==> src/source/gb_cart_pkg.sv <==
// --------------------------------------------------------------------------
// Shared types and constants of the cartridge mapper
// Header offsets are byte addresses of 16-bit download words, the
// lower-address byte sits in data bits 7:0
// Bank widths cover MBC5 at most, so ROM up to 8 MB and RAM up to 128 KB
// --------------------------------------------------------------------------
package gb_cart_pkg;

	// Widths
	localparam int ROM_BANK_W = 9;		// ROM bank register and ROM mask
	localparam int RAM_BANK_W = 4;		// RAM bank register and RAM mask
	localparam int CRAM_AW    = 17;		// 128 KB cartridge RAM
	localparam int ROM_AW     = 23;		// 8 MB ROM byte address
	localparam int DL_AW      = 25;		// Download byte address

	// Header words in the ROM image
	localparam logic [DL_AW-1:0] HDR_TYPE_ADDR = 25'h146;	// High byte is cartridge type
	localparam logic [DL_AW-1:0] HDR_SIZE_ADDR = 25'h148;	// Low ROM size, high RAM size

	// CPU side constants
	localparam logic [3:0] RAM_EN_KEY   = 4'hA;			// Low nibble that unlocks RAM
	localparam logic [2:0] CRAM_BASE    = 3'b101;		// A000..BFFF window
	localparam logic [6:0] MBC2_RAM_TOP = 7'b1010000;	// A000..A1FF, 512 nibbles

	// --------------------------------------------------------------------------
	// Enums
	// --------------------------------------------------------------------------

	typedef enum logic [2:0] {
		MAP_NONE,				// 32 KB flat ROM
		MAP_MBC1,
		MAP_MBC2,
		MAP_MBC3,
		MAP_MBC5
	} mapper_e;

	// Write target from CPU address bits 15:13
	typedef enum logic [2:0] {
		REG_RAM_EN   = 3'd0,	// 0000..1FFF
		REG_ROM_BANK = 3'd1,	// 2000..3FFF
		REG_RAM_BANK = 3'd2,	// 4000..5FFF
		REG_MODE     = 3'd3		// 6000..7FFF
	} reg_region_e;

	// --------------------------------------------------------------------------
	// Buses
	// --------------------------------------------------------------------------

	typedef struct packed {
		logic             active;	// Cartridge image is being loaded
		logic             wr;		// One cycle word strobe
		logic [DL_AW-1:0] addr;		// Byte address of the word
		logic [15:0]      data;		// Lower-address byte in 7:0
	} dl_bus_t;

	typedef struct packed {
		logic        rd;
		logic        wr;
		logic [15:0] addr;
		logic [7:0]  data;			// Write data from CPU
	} cpu_bus_t;

	typedef struct packed {
		mapper_e               mapper;
		logic [ROM_BANK_W-1:0] rom_mask;	// Mirrors banks beyond ROM size
		logic [RAM_BANK_W-1:0] ram_mask;
	} cart_info_t;

	typedef struct packed {
		logic [ROM_BANK_W-1:0] rom_bank;
		logic [RAM_BANK_W-1:0] ram_bank;
		logic                  mbc1_mode;	// 1 selects RAM banking on MBC1
		logic                  rtc_sel;		// MBC3 RTC register mapped at A000
		logic                  ram_en;
	} bank_state_t;

	typedef struct packed {
		logic               rd;
		logic               wr;
		logic [CRAM_AW-1:0] addr;
		logic [7:0]         data;
		logic               nibble;		// MBC2 access inside its 4-bit RAM
	} ram_req_t;

	// Register state after reset and during a download
	localparam bank_state_t BANKS_RST = '{rom_bank: 9'd1, default: '0};

endpackage

==> src/source/mbc_regs.sv <==
// --------------------------------------------------------------------------
// MBC control registers written through the 0000..7FFF window
// Registers return to reset values during a download so a new image
// always starts at bank 1 with RAM locked
// Writes on MAP_NONE still update the registers but nothing reads them
// except the RAM enable
// --------------------------------------------------------------------------
module mbc_regs import gb_cart_pkg::*; (
	input  logic        clk_sys,
	input  logic        reset,
	input  dl_bus_t     dl_i,		// Only active is looked at
	input  cpu_bus_t    cpu_i,
	input  cart_info_t  info_i,
	output bank_state_t banks_o
);

	bank_state_t banks_q;
	reg_region_e region;
	logic        reg_wr;

	// Write strobe into the lower 32 KB
	assign reg_wr = cpu_i.wr & ~cpu_i.addr[15];
	assign region = reg_region_e'({1'b0, cpu_i.addr[14:13]});

	// --------------------------------------------------------------------------
	// Register file
	// --------------------------------------------------------------------------

	always_ff @(posedge clk_sys) begin
		if (reset || dl_i.active) begin
			banks_q <= BANKS_RST;
		end else if (reg_wr) begin
			case (region)
				REG_RAM_EN: begin
					banks_q.ram_en <= (cpu_i.data[3:0] == RAM_EN_KEY);	// Any other value locks
				end

				REG_ROM_BANK: begin
					if (info_i.mapper == MAP_MBC5) begin
						if (cpu_i.addr[13:12] == 2'b11)
							banks_q.rom_bank[8] <= cpu_i.data[0];		// 3000..3FFF
						else
							banks_q.rom_bank[7:0] <= cpu_i.data;		// 2000..2FFF, bank 0 allowed
					end else if (cpu_i.data[6:0] == 7'd0) begin
						banks_q.rom_bank <= 9'd1;		// Bank 0 maps to 1 on MBC1..3
					end else begin
						banks_q.rom_bank <= {2'b00, cpu_i.data[6:0]};
					end
				end

				REG_RAM_BANK: begin
					case (info_i.mapper)
						MAP_MBC3: begin
							if (cpu_i.data[3]) begin
								banks_q.rtc_sel <= 1'b1;	// 08h..0Ch select RTC
							end else begin
								banks_q.rtc_sel  <= 1'b0;
								banks_q.ram_bank <= {2'b00, cpu_i.data[1:0]};
							end
						end
						MAP_MBC5: banks_q.ram_bank <= cpu_i.data[3:0];	// Up to 16 banks
						default:  banks_q.ram_bank <= {2'b00, cpu_i.data[1:0]};
					endcase
				end

				REG_MODE: begin
					if (info_i.mapper == MAP_MBC1)
						banks_q.mbc1_mode <= cpu_i.data[0];
				end

				default: begin
					// Not reachable with bit 15 low
				end
			endcase
		end
	end

	assign banks_o = banks_q;

endmodule

==> config.mk <==
export PLATFORM = sky130hd
export DESIGN_NAME = mbc_regs
export DESIGN_NICKNAME = d
export VERILOG_FILES = /design/src/source/gb_cart_pkg.sv /design/src/source/mbc_regs.sv
export SDC_FILE = /design/constraint.sdc
export NUM_CORES = 1
export LEC_CHECK = 0
export CORE_MARGIN = 2
export CORE_UTILIZATION = 60
export CTS_BUF_LIST = sky130_fd_sc_hd__clkbuf_8
export DETAILED_ROUTE_END_ITERATION = 10
export DONT_BUFFER_PORTS = 1
export PLACE_DENSITY = 0.86
export SYNTH_ARGS = -nofsm -noshare
export SYNTH_HDL_FRONTEND = slang
export SYNTH_SLANG_ARGS = --single-unit
==> constraint.sdc <==
create_clock -name clk_sys -period 4.2 [get_ports clk_sys]
set_clock_uncertainty 0.05 [all_clocks]
set_input_delay 0.63 -clock clk_sys [delete_from_list [all_inputs] [get_ports clk_sys]]
set_output_delay 0.63 -clock clk_sys [all_outputs]
set_load 0.02 [all_outputs]
==> reports/qor.yml <==
design_area_um2: 828
htreeDepth: 1
placed_cell_area_um2: 773
crit_arrival_ns: 1.90
cts_buffers: 3
n_antenna_cell: 0
end_kind: "register"
hold-path-endpoint: "banks_o[9]$_SDFFE_PP0P_"
period_share_pct: 42.2
p_int_uw: 243
synth_warnings: 0
relSlewSlack_pct: 29.7
clockRootBuffer: "clkbuf_8"
core_um2: 1250
vias: 671
crit_type: "in -> reg"
reg2reg_slack_ns: 3.23
timing.rr.start: "banks_o[2]$_SDFFE_PP0P_"
seq_power_share_pct: 50.4
wl_mm: 1.62
drcViolationCount: 0
critPathRequiredTime_ns: 4.32
portBuffers: 0
final_antenna_net_count: 0
period_needed_ns: 1.77
p_comb_share_pct: 5.0
die_h_um: 40.2
final_common_cell: "dfxtp_1"
die_w_um: 40.2
synth-seq-cells: 16
swShare_pct: 20.5
final_cell_mix: "dfxtp_1 (16), nand2_1 (11), nand3_1 (8)"
synth_cell_types: 27
worstMarginPinSlew_ns: 1.04
fillers: 97
switchingPower_uw: 62.5
drtIter0Drc: 33
holdCritPathClass: "in -> reg"
whs_path_depth: 2
finalHoldViolCount: 0
worst_slack_ns: 2.43
routed_via_density: 6.58
power_density_nw_per_um2: 368
die_area_um2: 1610
start_util_pct: 62.6
num_rows: 13
max_stage_delay_ns: 0.86
cts_setup_buffers: 0
ir_drop_mv: 0.190
grt_first_pass_wirelength_mm: 2.40
leakagePower_uw: 0.000248
status: "finished clean"
setup_viol: 0
seq_area_frac_synth_pct: 40.8
area_growth_pct: 5.58
io_pins: 103
drive_gt1_share_pct: 10.3
ff2ff_path_depth: 3
crit_chain: "nor4bb_1 -> nand2_1 -> a32oi_1"
place.gp.congestion: 0.711
post_cts_resized: 0
final_max_slew_viol_count: 0
cap_violations: 0
dp_hpwl_mm: 1.24
clock_path_buffers: 2
reg2reg_to: "banks_o[2]$_SDFFE_PP0P_"
syn_inst: 87
clock_sinks: 16
startpoint_type: "primary input"
hold_buffers: 0
largest_reg_flops: 16
clkLatencyLatePin_ns: 0.25
crit_fanout: 7
clk_pin_slew_worst_paths_ns: 0.06
setup_tns_ns: 0
grt_max_degree: 13
syn_nets: 174
avgSynthCellArea_um2: 9.02
fmax_mhz: 564
ys.flop_type: "dfxtp_1"
pre_cts_slack_ns: 2.19
grt_pass1_vias: 587
routedWlPerCell_um: 15.8
synth_edf_count: 0
rsz0062_at_grt: "no"
firstDrtPassIters: 4
gr-total-overflow: 0
netlist_area_um2: 785
synth-async-reset-ratio_pct: 0
nets: 175
grtUsageTotal_pct: 22.9
antenna_found_initial: 0
slowest_stage: "nor4bb_1"
hp-start: "cpu_i[2]"
cts_tree: "yes"
p_clk_share_pct: 44.5
synthesized netlist by cell type, types with 3 or more instances:
| master | count | area, um^2 |
|---|---|---|
| nor4bb_1 | 3 | 30.0 |
| dfxtp_1 | 16 | 320 |
| nand4bb_1 | 3 | 33.8 |
| nand2_1 | 11 | 41.3 |
| nor2_1 | 3 | 11.3 |
| o21ai_0 | 7 | 35.0 |
| nand3_1 | 8 | 40.0 |
| mux2i_1 | 6 | 60.1 |
| a21oi_1 | 6 | 30.0 |
cells by family (layout without fill, tap and decap cells):
kind of cell	count (synthesis)	after routing	share of synthesized area, %
buf+inv	6	6	4.79
compound gates	19	19	14.4
flops	16	16	40.8
simple gates	40	40	32.4
mux	6	6	7.66
worst max-delay path, delay by kind of cell:
family           cells  cell delay [ns]
AND/OR/NAND/NOR      2             1.05
AO/OA/AOI/OAI        1             0.21
area by class of cell:
cell class	count	area [um^2]	share of cell area, %
Sequential cell	16	320	38.7
Multi-Input combinational cell	65	427	51.5
Clock buffer	4	55.1	6.65
Tap cell	15	18.8	2.27
Inverter	2	7.51	0.906
routing by layer:
metal,vias up,track usage (%),wire length (um)
met3,4,10.0,174
met2,35,32.7,751
met4,0,12.9,26
met5,-,0,0
li1,327,-,-
met1,305,28.5,663
power by group through the flow:
stage	Combinational [uW]	Sequential (uW)	Clock, uW
after floorplan	14.6	157	0
after global placement	15.0	157	0
after detailed placement	15.2	157	0
after CTS	15.2	154	139
after global routing	16.6	154	144
final	15.3	154	136
through the flow:
stage	util, %	std cells	total power (uW)	hold WS, ns
6_report	66.1	102	305	0.478
3_3_place_gp	61.7	98	172	0.497
5_1_grt	66.1	102	314	0.481
3_5_place_dp	61.7	98	173	0.503
4_1_cts	66.1	102	308	0.476
2_1_floorplan	-	87	172	0.483
how the worst max path moves through the flow:
| stage | start | end | slack, ns | depth (start not counted) |
|---|---|---|---|---|
| after floorplan | cpu_i[2] | banks_o[7]$_SDFFE_PP1P_ | 2.39 | 3 |
| after global placement | cpu_i[21] | banks_o[7]$_SDFFE_PP1P_ | 2.22 | 3 |
| after detailed placement | cpu_i[21] | banks_o[7]$_SDFFE_PP1P_ | 2.19 | 3 |
| after CTS | cpu_i[21] | banks_o[10]$_SDFFE_PP0P_ | 2.46 | 3 |
| after global routing | cpu_i[21] | banks_o[10]$_SDFFE_PP0P_ | 2.28 | 3 |
| final | cpu_i[21] | banks_o[7]$_SDFFE_PP1P_ | 2.43 | 3 |
Note: power is estimated with default switching activity, not from simulation.
