$ cat src/source/gb_cart_pkg.sv
// --------------------------------------------------------------------------
// Shared types and constants of the cartridge mapper
// Header offsets are byte addresses of 16-bit download words, the
// lower-address byte sits in data bits 7:0
// Bank widths cover MBC5 at most, so ROM up to 8 MB and RAM up to 128 KB
// --------------------------------------------------------------------------
package gb_cart_pkg;

	// Widths
	localparam int ROM_BANK_W = 9;		// ROM bank register and ROM mask
	localparam int RAM_BANK_W = 4;		// RAM bank register and RAM mask
	localparam int CRAM_AW    = 17;		// 128 KB cartridge RAM
	localparam int ROM_AW     = 23;		// 8 MB ROM byte address
	localparam int DL_AW      = 25;		// Download byte address

	// Header words in the ROM image
	localparam logic [DL_AW-1:0] HDR_TYPE_ADDR = 25'h146;	// High byte is cartridge type
	localparam logic [DL_AW-1:0] HDR_SIZE_ADDR = 25'h148;	// Low ROM size, high RAM size

	// CPU side constants
	localparam logic [3:0] RAM_EN_KEY   = 4'hA;			// Low nibble that unlocks RAM
	localparam logic [2:0] CRAM_BASE    = 3'b101;		// A000..BFFF window
	localparam logic [6:0] MBC2_RAM_TOP = 7'b1010000;	// A000..A1FF, 512 nibbles

	// --------------------------------------------------------------------------
	// Enums
	// --------------------------------------------------------------------------

	typedef enum logic [2:0] {
		MAP_NONE,				// 32 KB flat ROM
		MAP_MBC1,
		MAP_MBC2,
		MAP_MBC3,
		MAP_MBC5
	} mapper_e;

	// Write target from CPU address bits 15:13
	typedef enum logic [2:0] {
		REG_RAM_EN   = 3'd0,	// 0000..1FFF
		REG_ROM_BANK = 3'd1,	// 2000..3FFF
		REG_RAM_BANK = 3'd2,	// 4000..5FFF
		REG_MODE     = 3'd3		// 6000..7FFF
	} reg_region_e;

	// --------------------------------------------------------------------------
	// Buses
	// --------------------------------------------------------------------------

	typedef struct packed {
		logic             active;	// Cartridge image is being loaded
		logic             wr;		// One cycle word strobe
		logic [DL_AW-1:0] addr;		// Byte address of the word
		logic [15:0]      data;		// Lower-address byte in 7:0
	} dl_bus_t;

	typedef struct packed {
		logic        rd;
		logic        wr;
		logic [15:0] addr;
		logic [7:0]  data;			// Write data from CPU
	} cpu_bus_t;

	typedef struct packed {
		mapper_e               mapper;
		logic [ROM_BANK_W-1:0] rom_mask;	// Mirrors banks beyond ROM size
		logic [RAM_BANK_W-1:0] ram_mask;
	} cart_info_t;

	typedef struct packed {
		logic [ROM_BANK_W-1:0] rom_bank;
		logic [RAM_BANK_W-1:0] ram_bank;
		logic                  mbc1_mode;	// 1 selects RAM banking on MBC1
		logic                  rtc_sel;		// MBC3 RTC register mapped at A000
		logic                  ram_en;
	} bank_state_t;

	typedef struct packed {
		logic               rd;
		logic               wr;
		logic [CRAM_AW-1:0] addr;
		logic [7:0]         data;
		logic               nibble;		// MBC2 access inside its 4-bit RAM
	} ram_req_t;

	// Register state after reset and during a download
	localparam bank_state_t BANKS_RST = '{rom_bank: 9'd1, default: '0};

endpackage

$ cat src/source/cart_header.sv
// --------------------------------------------------------------------------
// Cartridge header capture and decode
// Bytes are only taken while a download is active, later writes to
// the same words overwrite earlier ones
// Unknown cartridge types fall back to a flat 32 KB ROM
// --------------------------------------------------------------------------
module cart_header import gb_cart_pkg::*; (
	input  logic       clk_sys,
	input  logic       reset,
	input  dl_bus_t    dl_i,
	output cart_info_t info_o
);

	logic [7:0] type_q;			// Byte 147h
	logic [7:0] rom_size_q;		// Byte 148h
	logic [7:0] ram_size_q;		// Byte 149h
	logic       hdr_wr;

	assign hdr_wr = dl_i.active & dl_i.wr;

	always_ff @(posedge clk_sys) begin
		if (reset) begin
			type_q     <= 8'h00;
			rom_size_q <= 8'h00;
			ram_size_q <= 8'h00;
		end else if (hdr_wr) begin
			if (dl_i.addr == HDR_TYPE_ADDR)
				type_q <= dl_i.data[15:8];	// Odd byte of the word
			if (dl_i.addr == HDR_SIZE_ADDR) begin
				rom_size_q <= dl_i.data[7:0];
				ram_size_q <= dl_i.data[15:8];
			end
		end
	end

	// Mapper kind from the type byte
	always_comb begin
		if (type_q inside {[8'h01:8'h03]})
			info_o.mapper = MAP_MBC1;
		else if (type_q inside {[8'h05:8'h06]})
			info_o.mapper = MAP_MBC2;
		else if (type_q inside {[8'h0F:8'h13]})
			info_o.mapper = MAP_MBC3;
		else if (type_q inside {[8'h19:8'h1E]})
			info_o.mapper = MAP_MBC5;
		else
			info_o.mapper = MAP_NONE;	// ROM only and unsupported types
	end

	// Code n means 2^(n+1) banks of 16 KB
	always_comb begin
		if (rom_size_q <= 8'd8)
			info_o.rom_mask = 9'h1FF >> (4'd8 - rom_size_q[3:0]);
		else
			info_o.rom_mask = 9'h07F;	// Odd sizes like 52h..54h
	end

	// 2 KB and 8 KB carts have one bank
	always_comb begin
		case (ram_size_q)
			8'd1, 8'd2: info_o.ram_mask = 4'h0;
			8'd3:       info_o.ram_mask = 4'h3;	// 32 KB, four banks
			default:    info_o.ram_mask = 4'hF;	// 128 KB, also used when no RAM
		endcase
	end

endmodule

$ cat config.mk
export PLATFORM = sky130hd
export DESIGN_NAME = cart_header
export DESIGN_NICKNAME = d
export VERILOG_FILES = /design/src/source/gb_cart_pkg.sv /design/src/source/cart_header.sv
export SDC_FILE = /design/constraint.sdc
export NUM_CORES = 1
export LEC_CHECK = 0
export BUFFER_PORTS_ARGS = -buffer_cell sky130_fd_sc_hd__buf_4
export CORE_MARGIN = 1.5
export CORE_UTILIZATION = 51
export CTS_CLUSTER_DIAMETER = 40
export DETAILED_ROUTE_END_ITERATION = 10
export PLACE_DENSITY = 0.85
export SKIP_LAST_GASP = 1
export SYNTH_ARGS = -nofsm -noshare
export SYNTH_HDL_FRONTEND = slang
export SYNTH_SLANG_ARGS = --single-unit
$ cat constraint.sdc
create_clock -name clk_sys -period 3.1 [get_ports clk_sys]
set_input_delay 0.465 -clock clk_sys [delete_from_list [all_inputs] [get_ports clk_sys]]
set_output_delay 0.465 -clock clk_sys [all_outputs]
set_load 0.01 [all_outputs]
==> impl_metrics.ini <==
[grt]
grt_use_met2 = 0.422
grtUsageMet3 = 0.0279
grt_usage = 0.227
maximum_number_of_pins_on_one_net_before_global_route_repair = 25
grt_first_pass_wirelength_um = 5890
grt_busiest_layer = met2
global_route.usage.met1 = 0.285
globalRouteOverflowTotal = 0
grt_antenna_before_repair = 0
first_global_vias = 1358

[synth]
adder_cell_share_of_the_synthesized_area = 0.0350
postSynthRegisterBits = 24
synth-xor-area-share = 0.0245
seq_area_frac_synth = 0.336
ys_async_sr_fraction = 0
synth_enable_flop_cells = 0
synthesis.yosys.warnings = 0
synth_compound_area_frac = 0.217
yosysUniqueCellTypes = 39
main_flop_type_after_synthesis = dfxtp_1
synth-simple-area-share = 0.305
synth.mux.area_fraction = 0
syn_area_per_cell_um2 = 8.36
synth_top_family_by_area = simple AND/OR/NAND/NOR gates
synth_nets = 220
postSynthCellCount = 171
synth.cell_area_mm2 = 0.00143

[worst_setup_path]
setup.reg_to_reg.worst_slack_ns = 2.27
critical_path_peak_fanout = 8
rr_endpoint = type_q[3]
worst_setup_end_kind = primary output
critical_path_arrival_ns = 1.90
crit_required_ns = 2.63
timing.rr.start = type_q[3]
cp-startpoint = rom_size_q[0]
rr_worst_depth = 2
criticalPathCategory = register to primary output
critPathLaunchType = register
timing.critical_path.to = info_o[4]

[pwr]
power_density_mw_per_mm2 = 315
post-layout-total-power_uw = 588
vdd_drop_max_mv = 0.328
total_leakage_power_nw = 0.737

[drt]
drtIter0Drc = 58
routed_wire_length_per_instance_um = 14.3
detail_route.drc_violations = 0
totalWireLength_um = 3590
via_count = 1477
drtAntennaViolNets = 0
avgViaCountPerCell = 5.88
firstDrtPassIters = 4

[layout]
sequential_cell_area_um2 = 480
drive_gt1_frac = 0.345
fin_cells = 251
layout.cell_area.non_filler_mm2 = 0.00187
leading_cell_type_in_the_layout_fill_and_taps_excluded = buf_4
diodes = 0
area_of_the_multi_input_gates_um2 = 832
layout_common_cells = buf_4 (60), o21ai_0 (30), a21oi_1 (26)
nFillCells = 221
final_net_count = 270
area_growth_synth_to_finish_pct = 30.7

[clocking]
clkTransAtPathRegs_ns = 0.12
holdBufCountCts = 0
cts_num_sinks = 24
insertion_delay_ns = 0.30
clockBufferDepth = 2
cts_tree = yes
ctsRootBufferMaster = clkbuf_4
post_cts_resize_count = 0
cts_inserted_buffers = 3
htree_num_levels = 1
cts_setup_buffers = 0

[die]
placementRows = 19
initial_utilization = 0.528
die-area_mm2 = 0.00313
core_mm2 = 0.00271
die_h_um = 56.0
die_width_um = 56.0
num_io_pins = 61

[timing]
period_share = 0.764
max-slew-margin-rel = 0.475
final.setup.tns_ns = 0
fin_worst_skew_ns = 0
maximum_clock_frequency_mhz = 422
final_max_slew_viol_count = 0
setup_violators_final = 0
fin_crit_ns = 2.37
hold_viol = 0
worst_pin_slew_ns = 0.785
rsz0062_at_grt = false

[place]
io_buffer_count = 60
post_dp_cell_area_mm2 = 0.00182
gp_routability_congestion = 0.827
place.detailed.hpwl_um = 2810
numPlacedInstances = 247

[outcome]
result_of_the_run = complete, no violations

[run]
max_cap_violations = 0

[worst_hold_path]
min_path_type = input port to register
## worst min path at each step
stage	cells past startpoint	startpoint	slack, ns	endpoint
2_1_floorplan	2	ram_size_q[6]	0.44	ram_size_q[6]
3_3_place_gp	2	type_q[6]	0.46	type_q[6]
3_5_place_dp	2	ram_size_q[2]	0.47	ram_size_q[2]
4_1_cts	3	dl_i[15]	0.42	ram_size_q[7]
5_1_grt	3	dl_i[15]	0.42	ram_size_q[7]
6_report	3	dl_i[3]	0.42	rom_size_q[3]
## cell usage after synthesis (2+ instances only)
master    count  area share
clkbuf_1      6       0.016
inv_1         4       0.010
nor4_2        3       0.026
nor4b_2       2       0.021
buf_6         4       0.031
ha_1          4       0.035
nand2_1       4       0.010
xor2_1        2       0.012
o21ai_0      30        0.10
a21oi_1      26       0.091
nor2b_1       2      0.0087
nand3_1       2      0.0070
dfxtp_1      24        0.34
nor2_1        2      0.0053
xnor2_1       2       0.012
nor3_1        3       0.010
nor3b_1       2       0.010
nand4_1      25        0.11
buf_4         4       0.021
## final cells by class
cell class	instances	share of cell area
repair buffers	60	0.241
well taps	31	0.0207
inverters	4	0.00803
clock inverters	1	0.0161
flip-flops and latches	24	0.257
clock buffers	3	0.0120
multi-input cells	128	0.445
## sequential cells by signal (all words and copies together), names as in the netlist
signal and count:
ram_size_q 8, rom_size_q 8, type_q 8
## kinds of logic after synthesis
| kind of cell | after synthesis |
|---|---|
| and+or+nand+nor | 61 |
| DFF | 24 |
| adders and majority gates | 4 |
| AOI/OAI and AO/OA | 59 |
| xor gates and xnor gates | 4 |
| buffers and inverters | 19 |
## where the power goes
part | internal [mW] | total [mW] | switching (mW) | leakage [nW]
sequential | 0.308 | 0.308 | 0.00000000275 | 0.193
combinational | 0.0394 | 0.0614 | 0.0220 | 0.516
clock | 0.131 | 0.219 | 0.0882 | 0.0279
## layer usage
metal,share of wire,up-vias
met4,0.010,0
met3,0.041,6
met2,0.54,45
met5,0,-
met1,0.41,681
li1,-,745
## per-stage QoR
| step | worst slack (ns) | util | hold WS (ns) |
|---|---|---|---|
| 2_1_floorplan | 1.24 | - | 0.443 |
| 3_3_place_gp | 1.03 | 0.670 | 0.456 |
| 3_5_place_dp | 0.855 | 0.670 | 0.469 |
| 4_1_cts | 0.723 | 0.690 | 0.421 |
| 5_1_grt | 0.628 | 0.690 | 0.419 |
| 6_report | 0.731 | 0.690 | 0.423 |
## worst max-delay path, stage by stage, from the launching register on
cell and delay (ns):
dfxtp_1 0.36, inv_1 0.07, ha_1 0.18, or2b_2 0.33
a21oi_4 0.23, nand2_2 0.08, or2_1 0.21, buf_4 0.14
Note: power is estimated with default switching activity, not from simulation.
