--- config.mk ---
export PLATFORM = sky130hd
export DESIGN_NAME = mbc_addr_map
export DESIGN_NICKNAME = d
export VERILOG_FILES = /design/src/source/gb_cart_pkg.sv /design/src/source/mbc_addr_map.sv
export SDC_FILE = /design/constraint.sdc
export NUM_CORES = 1
export LEC_CHECK = 0
export ABC_AREA = 1
export BUFFER_PORTS_ARGS = -buffer_cell sky130_fd_sc_hd__buf_2
export CAP_MARGIN = 40
export CORE_MARGIN = 2
export CORE_UTILIZATION = 25
export DETAILED_ROUTE_END_ITERATION = 8
export PLACE_DENSITY_LB_ADDON = 0.08
export SYNTH_ARGS = -nofsm -noshare
export SYNTH_HDL_FRONTEND = slang
export SYNTH_SLANG_ARGS = --single-unit
--- constraint.sdc ---
create_clock -name vclk -period 0.8
set_input_delay 0.16 -clock vclk [all_inputs]
set_output_delay 0.16 -clock vclk [all_outputs]
set_load 0.02 [all_outputs]
--- src/source/gb_cart_pkg.sv ---
// --------------------------------------------------------------------------
// Shared types and constants of the cartridge mapper
// Header offsets are byte addresses of 16-bit download words, the
// lower-address byte sits in data bits 7:0
// Bank widths cover MBC5 at most, so ROM up to 8 MB and RAM up to 128 KB
// --------------------------------------------------------------------------
package gb_cart_pkg;

	// Widths
	localparam int ROM_BANK_W = 9;		// ROM bank register and ROM mask
	localparam int RAM_BANK_W = 4;		// RAM bank register and RAM mask
	localparam int CRAM_AW    = 17;		// 128 KB cartridge RAM
	localparam int ROM_AW     = 23;		// 8 MB ROM byte address
	localparam int DL_AW      = 25;		// Download byte address

	// Header words in the ROM image
	localparam logic [DL_AW-1:0] HDR_TYPE_ADDR = 25'h146;	// High byte is cartridge type
	localparam logic [DL_AW-1:0] HDR_SIZE_ADDR = 25'h148;	// Low ROM size, high RAM size

	// CPU side constants
	localparam logic [3:0] RAM_EN_KEY   = 4'hA;			// Low nibble that unlocks RAM
	localparam logic [2:0] CRAM_BASE    = 3'b101;		// A000..BFFF window
	localparam logic [6:0] MBC2_RAM_TOP = 7'b1010000;	// A000..A1FF, 512 nibbles

	// --------------------------------------------------------------------------
	// Enums
	// --------------------------------------------------------------------------

	typedef enum logic [2:0] {
		MAP_NONE,				// 32 KB flat ROM
		MAP_MBC1,
		MAP_MBC2,
		MAP_MBC3,
		MAP_MBC5
	} mapper_e;

	// Write target from CPU address bits 15:13
	typedef enum logic [2:0] {
		REG_RAM_EN   = 3'd0,	// 0000..1FFF
		REG_ROM_BANK = 3'd1,	// 2000..3FFF
		REG_RAM_BANK = 3'd2,	// 4000..5FFF
		REG_MODE     = 3'd3		// 6000..7FFF
	} reg_region_e;

	// --------------------------------------------------------------------------
	// Buses
	// --------------------------------------------------------------------------

	typedef struct packed {
		logic             active;	// Cartridge image is being loaded
		logic             wr;		// One cycle word strobe
		logic [DL_AW-1:0] addr;		// Byte address of the word
		logic [15:0]      data;		// Lower-address byte in 7:0
	} dl_bus_t;

	typedef struct packed {
		logic        rd;
		logic        wr;
		logic [15:0] addr;
		logic [7:0]  data;			// Write data from CPU
	} cpu_bus_t;

	typedef struct packed {
		mapper_e               mapper;
		logic [ROM_BANK_W-1:0] rom_mask;	// Mirrors banks beyond ROM size
		logic [RAM_BANK_W-1:0] ram_mask;
	} cart_info_t;

	typedef struct packed {
		logic [ROM_BANK_W-1:0] rom_bank;
		logic [RAM_BANK_W-1:0] ram_bank;
		logic                  mbc1_mode;	// 1 selects RAM banking on MBC1
		logic                  rtc_sel;		// MBC3 RTC register mapped at A000
		logic                  ram_en;
	} bank_state_t;

	typedef struct packed {
		logic               rd;
		logic               wr;
		logic [CRAM_AW-1:0] addr;
		logic [7:0]         data;
		logic               nibble;		// MBC2 access inside its 4-bit RAM
	} ram_req_t;

	// Register state after reset and during a download
	localparam bank_state_t BANKS_RST = '{rom_bank: 9'd1, default: '0};

endpackage

--- src/source/mbc_addr_map.sv ---
// --------------------------------------------------------------------------
// ROM and cartridge RAM address mapping, purely combinational
// rom_addr_o is only meaningful while rom_rd_o is high
// RAM requests are raised for the whole A000..BFFF window, enable and
// RTC rules are applied in the RAM block
// --------------------------------------------------------------------------
module mbc_addr_map import gb_cart_pkg::*; (
	input  cpu_bus_t          cpu_i,
	input  cart_info_t        info_i,
	input  bank_state_t       banks_i,
	output logic [ROM_AW-1:0] rom_addr_o,
	output logic              rom_rd_o,
	output ram_req_t          ram_req_o
);

	logic [ROM_BANK_W-1:0] rom_sel;		// Bank before masking
	logic [ROM_BANK_W-1:0] rom_field;
	logic [RAM_BANK_W-1:0] ram_sel;
	logic                  is_cram;

	// --------------------------------------------------------------------------
	// ROM side
	// --------------------------------------------------------------------------

	always_comb begin
		case (info_i.mapper)
			MAP_MBC1: begin
				if (banks_i.mbc1_mode)
					rom_sel = {4'b0000, banks_i.rom_bank[4:0]};
				else
					rom_sel = {2'b00, banks_i.ram_bank[1:0], banks_i.rom_bank[4:0]};	// Upper bits from RAM bank reg
			end
			MAP_MBC2, MAP_MBC3: rom_sel = {2'b00, banks_i.rom_bank[6:0]};
			default:            rom_sel = banks_i.rom_bank;		// MBC5 uses all 9 bits
		endcase
	end

	always_comb begin
		if (info_i.mapper == MAP_NONE)
			rom_field = {8'd0, cpu_i.addr[14]};	// Flat 32 KB
		else if (!cpu_i.addr[14])
			rom_field = '0;						// Fixed bank 0 at 0000..3FFF
		else
			rom_field = rom_sel & info_i.rom_mask;	// Mirror on small ROMs
	end

	assign rom_addr_o = {rom_field, cpu_i.addr[13:0]};
	assign rom_rd_o   = cpu_i.rd & ~cpu_i.addr[15];

	// --------------------------------------------------------------------------
	// RAM side
	// --------------------------------------------------------------------------

	always_comb begin
		case (info_i.mapper)
			MAP_MBC1: ram_sel = banks_i.mbc1_mode ? {2'b00, banks_i.ram_bank[1:0]} : 4'd0;
			MAP_MBC3: ram_sel = {2'b00, banks_i.ram_bank[1:0]};
			MAP_MBC5: ram_sel = banks_i.ram_bank;
			default:  ram_sel = 4'd0;		// MBC2 and flat carts have one bank
		endcase
	end

	assign is_cram = (cpu_i.addr[15:13] == CRAM_BASE);

	assign ram_req_o.rd     = cpu_i.rd & is_cram;
	assign ram_req_o.wr     = cpu_i.wr & is_cram;
	assign ram_req_o.addr   = {ram_sel & info_i.ram_mask, cpu_i.addr[12:0]};
	assign ram_req_o.data   = cpu_i.data;
	assign ram_req_o.nibble = (info_i.mapper == MAP_MBC2) &&
		(cpu_i.addr[15:9] == MBC2_RAM_TOP);		// Built-in 512x4 RAM

endmodule

==> impl_metrics.tcl, run 1 <==
set metrics [dict create \
    synth.distinct_cells 13 \
    p_int_uw 218 \
    route.detailed.drc 0 \
    layout_commonest_cell "buf_2" \
    final_cell_mix "buf_2, buf_6, nand2_1, buf_4, nor2_1" \
    holdPathEnd "ram_req_o[1]" \
    crit_path_start_kind "input pin" \
    hpwlAfterDp_um 1190 \
    avgSynthCellArea_um2 5.83 \
    core.rowCount 16 \
    leakagePower_nw 0.489 \
    p_per_area_nw_per_um2 486 \
    grt_pass1_vias 574 \
    seq_power_share_pct 0 \
    hold_path_startpoint "cpu_i[0]" \
    rsz0062_at_grt "yes" \
    place.gp.congestion 0.635 \
    synth.yosys.warnings 0 \
    yosysSeqAreaShare_pct 0 \
    vias_per_cell 4.08 \
    fin_crit_ps 993 \
    antenna_found_initial 0 \
    clockBufferCount 0 \
    grt_pass1_wl_um 2230 \
    start_util_pct 26.8 \
    clockPowerShare_pct 0 \
    cp-end-kind "output port" \
    vias 624 \
    die_height_um 50.3 \
    cp.required_ps 640 \
    slew_headroom_pct 90.8 \
    yosysTopAreaCell "buf_4" \
    hold_viol 0 \
    switching_share_pct 51.2 \
    chipWidth_um 50.3 \
    finalSetupViolCount 12 \
    tightest_slew_ps 137 \
    seq_cell_count 0 \
    syn_inst 92 \
    register_area_um2 0 \
    pwr-share-comb_pct 100.0 \
    synth_top_area_share_pct 49.0 \
    pre_cts_ws_ps -316 \
    core_area_um2 2000 \
    power.switching_uw 228 \
    areaGrowthSynthToFinish_pct 71.3 \
    fmax_ghz 1.01 \
    slew_violations 0 \
    gr-total-overflow 0 \
    track_usage_pct 10.5 \
    drive_gt1_share_pct 78.6 \
    wire_per_inst_um 9.63 \
    dieArea_um2 2530 \
    peakVddDrop_mv 0.210 \
    drtIter0Drc 0 \
    min_path_type "in -> out" \
    violations "setup timing" \
    synthesis.area_um2 537 \
    num_antenna_cells 0 \
    finalCoreUtilization_pct 45.9 \
    finalNetCount 186 \
    cp_max_fo 5 \
    grt_max_degree 8 \
    crit_type "in -> out" \
    drtAntennaViolNets 0 \
    portBuffers 65 \
    worst_slack_ps -193 \
    synth.area.top_cells "buf_4, nor2_1, nand2_1" \
    max_cap_viol_count 0 \
    syn-num-nets 150 \
    arrival_ps 830 \
    whs_path_depth 0 \
    outcome "finished, violations left" \
    ios 110 \
    layout_worst_path_cycle_share_pct 124 \
    dr.pass1.iters 1 \
    drt-total-wl_um 1470 \
]
[stage by stage]
stage,total power [mW],setup TNS (ps),cells,area (um2),hold slack [ps]
2_1_floorplan,0.401,-169,92,598,400
4_1_cts,0.427,-1610,153,867,320
3_3_place_gp,0.354,-3140,152,713,320
3_5_place_dp,0.355,-3240,152,713,320
5_1_grt,0.485,-2200,153,920,320
6_report,0.447,-1630,153,920,320
[worst max-delay path, stage by stage]
cell and delay (ps):
buf_8 110, nor2_1 140, nand3_2 100, nor3_4 190, buf_6 140
[worst max path at each step]
stage | startpoint | to | slack [ps] | depth (start not counted)
2_1_floorplan | info_i[15] | rom_addr_o[15] | -30 | 4
3_3_place_gp | info_i[15] | rom_addr_o[19] | -300 | 6
3_5_place_dp | info_i[15] | rom_addr_o[19] | -320 | 6
4_1_cts | info_i[13] | ram_req_o[22] | -180 | 6
5_1_grt | info_i[13] | ram_req_o[22] | -240 | 6
6_report | info_i[13] | ram_req_o[0] | -190 | 5
[power groups by stage]
stage | sequential (mW) | clock [mW] | combinational (mW)
3_5_place_dp | 0 | 0 | 0.355
2_1_floorplan | 0 | 0 | 0.401
6_report | 0 | 0 | 0.447
3_3_place_gp | 0 | 0 | 0.354
5_1_grt | 0 | 0 | 0.485
4_1_cts | 0 | 0 | 0.427
[routing by layer]
layer | vias up | share of wire [%] | GRT usage, %
met3 | 4 | 14 | 1.79
li1 | 320 | - | -
met2 | 45 | 56 | 20.8
met5 | - | 0 | 0
met1 | 255 | 30 | 11.5
met4 | 0 | 0.61 | 1.80
[cell families (layout without fill, tap and decap cells)]
family	count (synthesis)	after routing	share of synthesized area, %
AO/OA/AOI/OAI	4	4	5.13
AND/OR/NAND/NOR	44	44	38.2
buffers and inverters	44	78	56.6
[repair_timing]
item,CTS,global route
hold endpoints to repair,0,0
pin swaps,9,7
gates resized for setup,44,16
hold buffers,0,0
buffers inserted,1,0
setup endpoints to repair,16,15
[cells in the mapped netlist, drive strengths merged]
cell and n:
buf 36, o21ai 1, nor2 16, nand3 11, a21oi 3, nor2b 2, inv 8, nand2 14
nor3 1
[cell type report]
cell class | instances | area, um2
Multi-Input combinational cell | 48 | 357
Tap cell | 27 | 33.8
Timing Repair Buffer | 70 | 482
Inverter | 8 | 47.5
Fill cell | 218 | 1080
Power figures use the tool's default switching activity.
==> inputs of run 2 (changes only) <==
--- a/config.mk
+++ b/config.mk
@@ -8,8 +8,11 @@
 export ABC_AREA = 1
 export BUFFER_PORTS_ARGS = -buffer_cell sky130_fd_sc_hd__buf_2
 export CAP_MARGIN = 40
+export CELL_PAD_IN_SITES_DETAIL_PLACEMENT = 0
+export CELL_PAD_IN_SITES_GLOBAL_PLACEMENT = 2
+export CORE_ASPECT_RATIO = 0.5
 export CORE_MARGIN = 2
-export CORE_UTILIZATION = 25
+export CORE_UTILIZATION = 10
 export DETAILED_ROUTE_END_ITERATION = 8
 export PLACE_DENSITY_LB_ADDON = 0.08
 export SYNTH_ARGS = -nofsm -noshare
==> impl_metrics.tcl, run 2 (same netlist as run 1, synthesis figures left out) <==
set metrics [dict create \
    outcome "finished, violations left" \
    violations "setup timing" \
    path_cells "buf_8 > nor2_4 > nand2_2 > o21ai_2 > nor2b_4 > buf_6" \
    register_area_um2 0 \
    endpoint "ram_req_o[23]" \
    placed_area_um2 825 \
    slew_violations 0 \
    core_area_um2 5040 \
    track_usage_pct 5.85 \
    place.gp.congestion 0.611 \
    leakagePower_nw 0.539 \
    layout_worst_path_cycle_share_pct 124 \
    peakVddDrop_mv 0.109 \
    ios 110 \
    areaGrowthSynthToFinish_pct 115 \
    final_cell_mix "buf_2, buf_6, nor2_4" \
    finalSetupViolCount 12 \
    fin_crit_ps 995 \
    seq_cell_count 0 \
    die_height_um 55.8 \
    crit_type "in -> out" \
    drtIter0Drc 4 \
    chipWidth_um 108 \
    dr.pass1.iters 2 \
    rsz0062_at_grt "yes" \
    grt_pass1_wl_um 2950 \
    grt.met2_usage_pct 11.9 \
    grt_pass1_vias 634 \
    fin_tns_setup_ps -1620 \
    grt_max_degree 6 \
    drtAntennaViolNets 0 \
    busiest_layer "met2" \
    min_path_type "in -> out" \
    vias 664 \
    arrival_ps 830 \
    layout_commonest_cell "buf_2" \
    portBuffers 65 \
    clockBufferCount 0 \
    slew_headroom_pct 91.3 \
    vias_per_cell 3.29 \
    wire_per_inst_um 9.50 \
    cp.required_ps 640 \
    crit_slowest_cell "nor2b_4" \
    drt-total-wl_um 1920 \
    p_per_area_nw_per_um2 464 \
    tightest_slew_ps 130 \
    finalNetCount 192 \
    startpoint "info_i[14]" \
    finalInstanceArea_um2 1160 \
    hpwlAfterDp_um 1740 \
    core.rowCount 18 \
    crit_path_start_kind "input pin" \
    max_cap_viol_count 0 \
    met1_usage_pct 6.03 \
    cp-end-kind "output port" \
    finalCoreUtilization_pct 22.9 \
    gr-total-overflow 0 \
    drive_gt1_share_pct 86.4 \
    cp_max_fo 4 \
    dieArea_um2 6010 \
    antenna_found_initial 0 \
    whs_path_depth 0 \
    power_uw 537 \
    fmax_ghz 1.01 \
    num_antenna_cells 0 \
    use_met3_pct 0.820 \
    hold_viol 0 \
    whs_ps 320 \
    worst_slack_ps -195 \
    critPathMaxStageDelay_ps 160 \
    route.detailed.drc 0 \
    start_util_pct 10.6 \
]
run 2: cell types whose count changed in the layout (fill, tap and decap cells not counted), sizes merged:
cell / previous run / this run
buf: 70 / 76
run 2: where the power goes:
| group | switching [mW] | total, mW | internal, mW |
|---|---|---|---|
| sequential | 0 | 0 | 0 |
| clock | 0 | 0 | 0 |
| combinational | 0.264 | 0.537 | 0.273 |
run 2: layout make-up:
type                            instances  area (um2)
Timing Repair Buffer                   76         588
Inverter                                8        50.0
Fill cell                             570        3890
Multi-Input combinational cell         48         430
Tap cell                               70        87.6
run 2: worst max-delay path: cells and delay by family:
family	cells	cell delay [ps]
simple gates	3	380
buf+inv	2	230
compound gates	1	70
run 2: worst min-delay path by stage:
stage                     slack (ps)      start           end
after floorplan                  400  cpu_i[23]      rom_rd_o
final                            320   cpu_i[1]  ram_req_o[2]
after detailed placement         320   cpu_i[1]  ram_req_o[2]
after global routing             320   cpu_i[1]  ram_req_o[2]
after CTS                        320   cpu_i[1]  ram_req_o[2]
after global placement           320   cpu_i[1]  ram_req_o[2]
run 2: metal layers:
metal / routed length [um] / part of all wire, % / up-vias
li1: - / - / 333
met1: 630 / 33 / 287
met2: 1030 / 54 / 28
met3: 195 / 10 / 16
met4: 62 / 3.2 / 0
met5: 0 / 0 / -
run 2: stage by stage:
step / std cells / worst slack, ps
3_3_place_gp: 201 / -346
4_1_cts: 201 / -200
2_1_floorplan: 92 / -29.9
5_1_grt: 202 / -246
3_5_place_dp: 201 / -313
6_report: 202 / -195
run 2: what timing repair did:
| action | CTS | global route |
|---|---|---|
| gates resized for setup | 52 | 40 |
| hold buffers | 0 | 0 |
| endpoints found under the setup margin | 16 | 16 |
| buffers inserted | 0 | 1 |
| pin swaps | 11 | 10 |
